--- config.mk ---
export PLATFORM = sky130hd
export DESIGN_NAME = nn_layer_top
export DESIGN_NICKNAME = d
export VERILOG_FILES = /design/src/nn_pkg.sv /design/src/weight_store.sv /design/src/neuron.sv /design/src/layer.sv /design/src/nn_layer_top.sv
export SDC_FILE = /design/constraint.sdc
export NUM_CORES = 2
export LEC_CHECK = 0
export BUFFER_PORTS_ARGS = -buffer_cell sky130_fd_sc_hd__buf_2
export CAP_MARGIN = 20
export CORE_MARGIN = 2
export CORE_UTILIZATION = 30
export CTS_CLUSTER_DIAMETER = 100
export DETAILED_ROUTE_END_ITERATION = 16
export PLACE_DENSITY = 0.4
export SLEW_MARGIN = 20
export SYNTH_ARGS = -nofsm -noshare
export SYNTH_HDL_FRONTEND = slang
export SYNTH_HIERARCHICAL = 1
export SYNTH_SLANG_ARGS = --single-unit
--- constraint.sdc ---
create_clock -name clk -period 13.4 [get_ports clk]
set_input_delay 1.34 -clock clk [delete_from_list [all_inputs] [get_ports clk]]
set_output_delay 1.34 -clock clk [all_outputs]
set_load 0.1 [all_outputs]
--- src/nn_pkg.sv ---
package nn_pkg;

    // layer dimensions
    localparam int NUM_NEURON = 4;                          // neurons in this layer
    localparam int NUM_INPUTS = 5;                          // inputs feeding each neuron

    // fixed-point formats, all signed two's complement
    localparam int INPUT_SIZE      = 9;                     // input width
    localparam int INPUT_FRACTION  = 8;                     // input bits below the radix point
    localparam int WEIGHT_SIZE     = 17;                    // weight width
    localparam int WEIGHT_FRACTION = 8;                     // weight bits below the radix point
    localparam int OUTPUT_SIZE     = 10;                    // output width
    localparam int FRACTION_BITS   = 7;                     // output bits below the radix point

    // a single product needs INPUT_SIZE + WEIGHT_SIZE = 26 bits, five of them need 29
    localparam int ACC_SIZE = 29;

    // right shift that brings the product fraction down to the output fraction
    localparam int SHIFT = INPUT_FRACTION + WEIGHT_FRACTION - FRACTION_BITS;

    // saturation limits of the signed output range
    localparam int OUT_MAX = 2 ** (OUTPUT_SIZE - 1) - 1;    // 511
    localparam int OUT_MIN = -(2 ** (OUTPUT_SIZE - 1));     // -512

    // weight store geometry
    localparam int NUM_WEIGHTS        = NUM_NEURON * NUM_INPUTS; // weight k of neuron n at n*5+k
    localparam int WADDR_SIZE         = 5;                       // covers all 20 weights
    localparam int NEURON_WEIGHT_BITS = NUM_INPUTS * WEIGHT_SIZE; // one neuron's slice
    localparam int WEIGHT_BUS_SIZE    = NUM_WEIGHTS * WEIGHT_SIZE; // flat vector of all weights

    localparam int IDX_SIZE = 3;                            // wide enough to count the inputs

    typedef logic signed [INPUT_SIZE-1:0]  input_t;
    typedef logic signed [WEIGHT_SIZE-1:0] weight_t;
    typedef logic signed [OUTPUT_SIZE-1:0] out_t;
    typedef logic signed [ACC_SIZE-1:0]    acc_t;

    typedef logic [NUM_NEURON-1:0] neuron_mask_t;           // one bit per neuron
    typedef logic [WADDR_SIZE-1:0] weight_addr_t;
    typedef logic [IDX_SIZE-1:0]   input_idx_t;

    localparam input_idx_t LAST_IDX = input_idx_t'(NUM_INPUTS - 1); // final accumulate step

    // layer sequencer
    typedef enum logic [1:0] {
        L_IDLE,
        L_RUN,
        L_DONE
    } layer_state_t;

    // per neuron multiply-accumulate control
    typedef enum logic [1:0] {
        N_IDLE,
        N_ACC,
        N_OUT
    } neuron_state_t;

endpackage

--- src/weight_store.sv ---
module weight_store (
    input  logic                                   clk,
    input  logic                                   rst,
    input  logic                                   wr_en,
    input  nn_pkg::weight_addr_t                   wr_addr,
    input  nn_pkg::weight_t                        wr_data,
    input  logic                                   busy,
    output logic [nn_pkg::WEIGHT_BUS_SIZE-1:0]     weights
);

    import nn_pkg::*;

    weight_t [NUM_WEIGHTS-1:0] weight_reg;                  // element 0 sits in the low bits
    logic    [NUM_WEIGHTS-1:0] wr_sel;                      // one-hot write decode
    logic                      addr_ok;
    logic                      wr_allowed;

    assign addr_ok    = (wr_addr < NUM_WEIGHTS);            // addresses 20..31 are not mapped
    assign wr_allowed = wr_en && !busy;                     // weights stay frozen during a run

    // address decode into a one-hot register select
    always_comb begin
        wr_sel = '0;
        if (wr_allowed && addr_ok) begin
            wr_sel[wr_addr] = 1'b1;
        end
    end

    always_ff @(posedge clk) begin
        if (rst) begin
            weight_reg <= '0;
        end else begin
            for (int i = 0; i < NUM_WEIGHTS; i++) begin
                if (wr_sel[i]) begin
                    weight_reg[i] <= wr_data;
                end
            end
        end
    end

    // neuron n finds its weights at bits n*NEURON_WEIGHT_BITS upward
    assign weights = weight_reg;

endmodule

--- src/neuron.sv ---
module neuron (
    input  logic                                   clk,
    input  logic                                   rst,
    input  logic                                   start,
    input  nn_pkg::input_t  [nn_pkg::NUM_INPUTS-1:0] inputs,
    input  nn_pkg::weight_t [nn_pkg::NUM_INPUTS-1:0] weights,
    output nn_pkg::out_t                           out_value,
    output logic                                   out_valid
);

    import nn_pkg::*;

    neuron_state_t state;
    input_idx_t    idx;                                     // input taken in this cycle
    acc_t          acc;                                     // running weighted sum
    input_t        in_sel;
    weight_t       w_sel;
    acc_t          product;
    acc_t          shifted;
    out_t          sat_value;

    // operand select for the current step
    assign in_sel = inputs[idx];
    assign w_sel  = weights[idx];

    // both operands are signed and get extended to the accumulator width first
    assign product = in_sel * w_sel;

    // rescale to the output fraction, then clamp to the signed output range
    always_comb begin
        shifted = acc >>> SHIFT;                            // floors toward minus infinity
        if (shifted > OUT_MAX) begin
            sat_value = out_t'(OUT_MAX);
        end else if (shifted < OUT_MIN) begin
            sat_value = out_t'(OUT_MIN);
        end else begin
            sat_value = out_t'(shifted);
        end
    end

    // control path
    always_ff @(posedge clk) begin
        if (rst) begin
            state     <= N_IDLE;
            idx       <= '0;
            out_valid <= 1'b0;
            out_value <= '0;
        end else if (start) begin
            state     <= N_ACC;                             // a new run restarts from input 0
            idx       <= '0;
            out_valid <= 1'b0;
        end else begin
            case (state)
                N_IDLE: begin
                    idx <= '0;
                end
                N_ACC: begin
                    idx <= idx + 1'b1;
                    if (idx == LAST_IDX) begin
                        state <= N_OUT;
                    end
                end
                N_OUT: begin
                    out_value <= sat_value;
                    out_valid <= 1'b1;                      // holds until the next start
                    state     <= N_IDLE;
                end
                default: begin
                    state <= N_IDLE;
                end
            endcase
        end
    end

    // accumulator datapath
    always_ff @(posedge clk) begin
        if (start) begin
            acc <= '0;
        end else if (state == N_ACC) begin
            acc <= acc + product;
        end
    end

endmodule

--- src/layer.sv ---
module layer (
    input  logic                                   clk,
    input  logic                                   rst,
    input  logic                                   start,
    input  nn_pkg::neuron_mask_t                   active,
    input  nn_pkg::input_t [nn_pkg::NUM_INPUTS-1:0] inputs,
    input  logic [nn_pkg::WEIGHT_BUS_SIZE-1:0]     weights,
    output nn_pkg::out_t   [nn_pkg::NUM_NEURON-1:0] out_values,
    output nn_pkg::neuron_mask_t                   out_valid,
    output logic                                   busy
);

    import nn_pkg::*;

    layer_state_t              state;
    logic                      internal_start;              // one cycle pulse into the neurons
    neuron_mask_t              active_q;                    // mask captured at start
    neuron_mask_t              neuron_valid;
    out_t [NUM_NEURON-1:0]     values;
    logic                      run_done;

    for (genvar i = 0; i < NUM_NEURON; i++) begin : g_neuron
        neuron i_neuron (
            .clk       (clk),
            .rst       (rst),
            .start     (internal_start & active_q[i]),
            .inputs    (inputs),
            .weights   (weights[i*NEURON_WEIGHT_BITS +: NEURON_WEIGHT_BITS]),
            .out_value (values[i]),
            .out_valid (neuron_valid[i])
        );
    end

    // neurons outside the captured mask count as finished
    assign run_done = &(neuron_valid | ~active_q);

    always_ff @(posedge clk) begin
        if (rst) begin
            state          <= L_IDLE;
            internal_start <= 1'b0;
            active_q       <= '0;
        end else begin
            internal_start <= 1'b0;
            case (state)
                L_IDLE: begin
                    if (start) begin
                        state          <= L_RUN;
                        internal_start <= 1'b1;
                        active_q       <= active;       // later mask changes do not affect this run
                    end
                end
                L_RUN: begin
                    state <= L_DONE;                        // neurons drop out_valid on this edge
                end
                L_DONE: begin
                    if (run_done) begin
                        state <= L_IDLE;
                    end
                end
                default: begin
                    state <= L_IDLE;
                end
            endcase
        end
    end

    assign busy = (state != L_IDLE);

    // output register, the results reach the pins one cycle after the neurons
    always_ff @(posedge clk) begin
        if (rst) begin
            out_values <= '0;
            out_valid  <= '0;
        end else begin
            out_values <= values;
            out_valid  <= neuron_valid;
        end
    end

endmodule

--- src/nn_layer_top.sv ---
module nn_layer_top (
    input  logic                                   clk,
    input  logic                                   rst,
    input  logic                                   wr_en,
    input  nn_pkg::weight_addr_t                   wr_addr,
    input  nn_pkg::weight_t                        wr_data,
    input  logic                                   start,
    input  nn_pkg::neuron_mask_t                   active,
    input  nn_pkg::input_t [nn_pkg::NUM_INPUTS-1:0] inputs,
    output nn_pkg::out_t   [nn_pkg::NUM_NEURON-1:0] out_values,
    output nn_pkg::neuron_mask_t                   out_valid,
    output logic                                   busy
);

    import nn_pkg::*;

    logic [WEIGHT_BUS_SIZE-1:0] weights;                    // all 20 weights, flat

    weight_store i_weight_store (
        .clk     (clk),
        .rst     (rst),
        .wr_en   (wr_en),
        .wr_addr (wr_addr),
        .wr_data (wr_data),
        .busy    (busy),
        .weights (weights)
    );

    layer i_layer (
        .clk        (clk),
        .rst        (rst),
        .start      (start),
        .active     (active),
        .inputs     (inputs),
        .weights    (weights),
        .out_values (out_values),
        .out_valid  (out_valid),
        .busy       (busy)
    );

endmodule

### Yosys cells after proc, flatten, opt, wreduce, memory -nomap -nowiden

Cells that the tools add are included.

* flip-flop bits (word level): 571
* bits in latches: 0
* RAM bits: 0
* bits in read-only memories: 0
* output and inout port bits: 45
* word-level logic and storage cells: 203
* memories kept: 0

* add/subtract/negate cells: 8
* multiply operators: 4
* divide/modulo/power cells: 0
* order comparisons: 15
* eq/ne operators: 28
* shifts and indexed selects: 0
* muxes and demuxes: 47
* bitwise operators: 15
* reduce and logical (&&, ||, !) cells: 34

Operators by type and width (count)
* $bmux W17 S3: 4
* $add A29 B26 Y29: 4
* $bmux W9 S3: 4
* $mul A9 B17 Y26: 4
* $gt A20 B10 Y1 const B: 4
* $lt A20 B10 Y1 const B: 4
* $mux W10: 8
* $mux W17: 4
* $mux W9: 4
* $reduce_and A2 Y1: 14
* $pmux W3 S2: 4
* $mux W20: 1
* $ne A2 B2 Y1 const B: 9
* $lt A3 B4 Y1 const B: 4
* $pmux W2 S2: 4
* $add A3 B1 Y3 const B: 4
* $eq A3 B3 Y1 const B: 4
* $mux W2: 6
* $ne A3 B3 Y1 const B: 4
* $eq A2 B1 Y1 const B: 5
* $eq A2 B2 Y1 const B: 5
* $logic_not A2 Y1: 5
* $reduce_bool A2 Y1: 5
* $reduce_or A2 Y1: 5
* other kinds (14): 32

### Logic depth before layout (Yosys ltp)

* depth after elaboration: 5
* gate-level depth with buffers: 27
* depth with buffers taken out: 23

### Cells and area by module

Netlist, hierarchy kept.

By module, submodules not included
* weight_store: times used 1, cells an instance 1171, area each 13316.5 µm², sequential area each 6806.5 µm²
* neuron at i_layer.g_neuron[0].i_neuron: times used 1, cells an instance 1087, area each 9439.1 µm², sequential area each 900.9 µm²
* neuron at i_layer.g_neuron[3].i_neuron: times used 1, cells an instance 1092, area each 9367.7 µm², sequential area each 900.9 µm²
* neuron at i_layer.g_neuron[2].i_neuron: times used 1, cells an instance 1055, area each 9153.8 µm², sequential area each 900.9 µm²
* neuron at i_layer.g_neuron[1].i_neuron: times used 1, cells an instance 1033, area each 9046.2 µm², sequential area each 900.9 µm²
* layer: times used 1, cells an instance 124, area each 1495.2 µm², sequential area each 1021.0 µm²

### Worst setup path before layout

OpenSTA, ideal clock, no wires.

* kind: input to register
* start: input port inputs[35] in the netlist's numbering
* end: register i_layer.g_neuron[1].i_neuron.acc[22]
* arrival: 7059 ps
* required time: 13283 ps
* slack: 6224 ps
* stages on the path: 19
* buffers on the path: 1
* path through: mux4_2 > a22oi_1 > clkbuf_1 > nor2_1 > fa_1 > fa_1 > fa_1 > fa_1 > inv_1 > fa_1 > inv_1 > ha_1 > a21oi_1 > a21oi_1 > o21ai_0 > o311ai_2 > o311a_1 > or3_1 > a32o_1

* cells in the longest elaborated chain, start to end: 4

Ends and longest elaborated chain
* start: declaration: line nn_layer_top.sv:9 `input nn_pkg::input_t [nn_pkg::NUM_INPUTS-1:0] inputs,`
* $bmux W9 S3: line neuron.sv:23 `assign in_sel = inputs[idx];`
* $mux W9 (not written as such): line neuron.sv:23
* $mul A9 B17 Y26: line neuron.sv:27 `assign product = in_sel * w_sel;`
* $add A29 B26 Y29: line neuron.sv:80 `acc <= acc + product;`
* end signal: assignment: line neuron.sv:80
* end: declaration: line neuron.sv:15 `acc_t acc;`

No other way between the ends. The select of a mux whose other input is x is not followed.
A chain may end at the register's enable or synchronous reset.

### Worst setup path after layout

* start: register i_layer.g_neuron[0].i_neuron.idx[1]
* end: register i_layer.g_neuron[0].i_neuron.acc[24]

* cells in the longest elaborated chain, start to end: 4
* elaborated cells between the ends (all ways): 6
* classes of those cells: 1 x add/sub; 1 x mul; 4 x mux

Ends and longest elaborated chain
* start: declaration: line neuron.sv:14 `input_idx_t idx;`
* start signal: assignment: line neuron.sv:58 `idx <= idx + 1'b1;`
* $bmux W9 S3 or $bmux W17 S3 (tied branches): line neuron.sv:23, neuron.sv:24
* $mux W9 (not written as such) or $mux W17 (tied branches): line neuron.sv:23, neuron.sv:24
* $mul A9 B17 Y26 (*): line neuron.sv:27
* $add A29 B26 Y29 (*): line neuron.sv:80
* end signal: assignment: line neuron.sv:80
* end: declaration: line neuron.sv:15

Every way passes the cells marked *; elsewhere a longest branch is shown, timed or not. The select of a mux whose other input is x is not followed.

==> Implementation_results.wiki <==
{| class="wikitable"
! Metric !! Value
|-
| Run status || completed
|-
| Post-synthesis to final-layout area growth || 10.5%
|-
| Fin. Hold Viols || 0
|-
| Row Count || 152
|-
| Clock buffer count from CTS || 78
|-
| Most frequently used flop master after synthesis || sky130_fd_sc_hd__dfxtp_1
|-
| Leakage power figure || 27.7 nW
|-
| Routed WL || 156000 um
|-
| Launching element type of the critical path || flip-flop
|-
| Nets || around 6600
|-
| Total via count in the routed design || 37200
|-
| Post-synthesis sequential area ratio || between 20% and 30%
|-
| Maximum clock skew at final layout || 0.0398 ns
|-
| Global routing usage summed across all routing layers || 17.8%
|-
| Post-cts sizing count || 0
|-
| Met1 Usage GRT || roughly a quarter
|-
| Reg2Reg Setup Slack || 5.24 ns
|-
| Max Fanout on Critical Path || 21
|-
| Global-route wire length before repair || between 200000 and 250000 um
|-
| Final ANT Viol Nets || 0
|-
| Unrepaired setup endpoints after global routing || no
|-
| Initial antenna violation count || 10
|-
| Width of the die || 420 um
|-
| Bufs and invs on worst path || 4
|-
| Maximum vdd ir drop || 83.2 uV
|-
| Starting utilization of the core area || a little under a third
|-
| Fraction of the cycle the final worst path needs || 60.9%
|-
| Half-perimeter wire length after placement || between 100000 and 150000 um
|-
| Least-Margin Pin Slew || 1.21 ns
|-
| Commonest cells after routing, fill and taps aside || sky130_fd_sc_hd__inv_1, sky130_fd_sc_hd__fa_1, sky130_fd_sc_hd__nand2_1, sky130_fd_sc_hd__dfxtp_1, sky130_fd_sc_hd__nand2b_1
|-
| Setup TNS after final layout || 0 ns
|-
| Post-CTS repair timing setup buffer count || 0
|-
| Post-place setup slack || around 5.2 ns
|-
| First drt pass iteration count || 8
|-
| Number of library cell types mapped by synthesis || approximately 110
|-
| Shortest period the worst path allows || 8.16 ns
|-
| Met2 global-route usage || 30.6%
|-
| Die ar. || 176000 sq um
|-
| Startpoint of the worst hold path || i_layer/g_neuron[3].i_neuron/out_value[4]
|-
| Final cell count without fillers || 7934
|-
| Capture point of the worst reg-to-reg path || i_layer/g_neuron[0].i_neuron/acc[24]
|-
| Clock insertion delay at the later pin of the skew report || 0.69 ns
|-
| Final core utilization || around a third
|-
| Core area || 172000 sq um
|-
| Maximum clock insertion buffer count || 3
|-
| Number of global-route vias before repair || 39200
|-
| Most utilized layer in the global route result || met2
|-
| Total I/O pin count || 120
|-
| Most frequent standard cell in the layout excluding fill and tap cells || sky130_fd_sc_hd__inv_1
|-
| Via count normalized by instance count || 4.69
|-
| End point of the worst hold path || i_layer/g_neuron[3].i_neuron/out_value[4]
|-
| Critical path class || flip-flop to flip-flop
|-
| CP dominant cell by count || sky130_fd_sc_hd__fa_1
|-
| Count of routing violations after the opening detailed-route iteration || around 1800
|-
| Post-synthesis sequential element count || 571
|-
| CP required || 13.96 ns
|-
| Arrival time worst endpoint || 8.72 ns
|-
| Count of flip-flops with a built-in enable after synthesis || 0
|-
| Max H-tree Level || 3
|-
| Maximum Capacitance Violations || 0
|-
| Cell at the root of the clock tree || sky130_fd_sc_hd__clkbuf_16
|-
| Clock tree from TritonCTS || yes
|-
| Aggregate global routing overflow || 0
|-
| Power density relative to cell area || 124 nW/um^2
|-
| Cell with the biggest individual delay on the critical path || sky130_fd_sc_hd__a21oi_1
|-
| Mean area per synthesized cell || 9.32 sq um
|-
| Post-route setup slack || between 5 and 6 ns
|-
| Worst R2R Path Depth || 21
|-
| Classification of the worst-slack hold path || flip-flop to flip-flop
|-
| Warnings from Yosys || 6
|-
| Slowest stage delay, CP || 0.94 ns
|-
| IO buf count || roughly 120
|-
| Fraction of final layout cells sized beyond drive strength 1 || 9.23%
|-
| Hold Path Cell Cnt || 2
|-
| Critical Path Sink Type || flip-flop
|-
| Worst relative slew slack || about 20%
|-
| Total of fill cells in the finished design || ~18000
|-
| Critical-path cell list || buf_4, mux2_2, a21oi_1, o21ai_1, nand2_1, fa_1, inv_1, fa_1, fa_1, fa_1, inv_1, fa_1, inv_1, ha_1, a21oi_1, o21bai_1, nor2b_1, nor3_1, nor3_2, mux2i_1, a311o_1
|-
| Number of cells after detailed placement || 7788
|-
| Largest delay contributor family on the critical path || adder cells
|-
| PnR Total Power || between 7 and 8 mW
|-
| Fmax achieved || 0.123 GHz
|-
| Number of clock sinks || 571
|-
| Synthesized instance count || 5562
|-
| Mapped Area || a little over 50000 sq um
|-
| Total of endpoints with negative setup slack in the final report || 0
|-
| DRC || 0
|-
| Avg WL per Cell || 19.6 um
|-
| Height of the die || around 420 um
|-
| Launch point of the worst reg-to-reg path || i_layer/g_neuron[0].i_neuron/idx[1]
|-
| Global-route met3 utilization || 1.80%
|-
| Post-Synthesis Net Count || 6553
|-
| Post-synth ARST share || 0%
|-
| Stages on worst setup path || 21
|-
| Worst-path clk slew || ~0.060 ns
|-
| Hold Buf Count CTS || 0
|-
| Final weighted congestion in routability-driven placement || about 0.8
|-
| Largest net degree at the start of global routing || 214
|-
| Final count of pins violating max slew || 0
|}
[state kept, by name, summed over array words and instances, names as in the netlist]
register,count
i_layer/out_values,40
i_layer/g_neuron.i_neuron/out_valid,4
i_weight_store/weights,340
i_layer/out_valid,4
i_layer/internal_start,1
i_layer/g_neuron.i_neuron/idx,12
i_layer/g_neuron.i_neuron/out_value,40
i_layer/active_q,4
i_layer/state,2
i_layer/g_neuron.i_neuron/state,8
i_layer/g_neuron.i_neuron/acc,116
[cells by family (layout without fill, tap and decap cells)]
family                     after synthesis  after routing  synth area share, %
DFF                                    571            571                 22.1
buffers and inverters                 1171           1230                 9.21
and+or+nand+nor                       1660           1660                 16.1
adders and majority gates              916            916                 31.2
AOI/OAI and AO/OA                      682            682                 8.67
xor gates and xnor gates                82             82                 1.39
muxes                                  480            480                 11.4
other                                    0              3                    0
[area by class of cell]
type | count | area [sq um] | area share (%)
Antenna cell | 3 | 7.51 | 0.0131
Clock buffer | 112 | 2250 | 3.93
Clock inverter | 30 | 464 | 0.811
Inverter | 892 | 3350 | 5.85
Multi-Input combinational cell | 3820 | 35700 | 62.3
Sequential cell | 571 | 11400 | 20.0
Tap cell | 2310 | 2890 | 5.05
Timing Repair Buffer | 196 | 1200 | 2.10
[worst max path at each step]
stage          slack (ns)                                   end                                start
3_3_place_gp         5.22  i_layer/g_neuron[0].i_neuron/acc[24]                           inputs[23]
5_1_grt              4.71  i_layer/g_neuron[1].i_neuron/acc[28]  i_layer/g_neuron[1].i_neuron/idx[2]
6_report             5.24  i_layer/g_neuron[0].i_neuron/acc[24]  i_layer/g_neuron[0].i_neuron/idx[1]
4_1_cts              5.24  i_layer/g_neuron[1].i_neuron/acc[28]  i_layer/g_neuron[1].i_neuron/idx[2]
3_5_place_dp         5.19  i_layer/g_neuron[0].i_neuron/acc[24]                           inputs[23]
2_1_floorplan        6.22  i_layer/g_neuron[1].i_neuron/acc[22]                           inputs[35]
[through the flow]
step | hold slack, ns | area, sq um
floorplan | 0.427 | 51800
detailed placement | 0.440 | 54500
global route | 0.461 | 57300
finish | 0.445 | 57300
CTS | 0.446 | 57200
global placement | 0.441 | 54500
[cell usage after synthesis, drive strengths merged (21+ instances only)]
cell | number | area, sq um
xor2 | 21 | 184
a21oi | 239 | 1200
buf | 118 | 795
nand4 | 35 | 219
nor2b | 125 | 782
o21a | 33 | 248
fa | 624 | 12500
a22oi | 30 | 245
a22o | 73 | 639
ha | 292 | 3650
nor3 | 51 | 309
clkbuf | 160 | 622
a21o | 52 | 397
o21ai | 127 | 647
mux4 | 86 | 1940
nor2 | 293 | 1110
a31oi | 22 | 153
mux2i | 374 | 3740
nand3 | 44 | 220
and2 | 33 | 208
nand2b | 380 | 2380
xnor2 | 61 | 534
inv | 892 | 3350
nand2 | 603 | 2400
dfxtp | 571 | 11400
[power breakdown]
group	internal, mW	switching, mW	leakage [nW]
Sequential	1.87	0.209	4.64
Combinational	1.10	1.69	21.7
Clock	1.35	0.884	1.32
[metal layers]
| metal | wire length (um) | part of all wire [%] |
|---|---|---|
| met5 | 0 | 0 |
| met4 | 4150 | 2.7 |
| met3 | 4090 | 2.6 |
| met2 | 76400 | 49 |
| met1 | 71000 | 46 |
[worst reg2reg max path: cells and delay by family (launching register included)]
family | cells | cell delay, ns
compound gates | 5 | 2.31
fa+ha+maj | 6 | 2.87
buf+inv | 4 | 0.59
flops | 1 | 0.77
mux | 2 | 0.54
simple gates | 4 | 0.97
No activity file was read; power rests on OpenSTA's default activity.
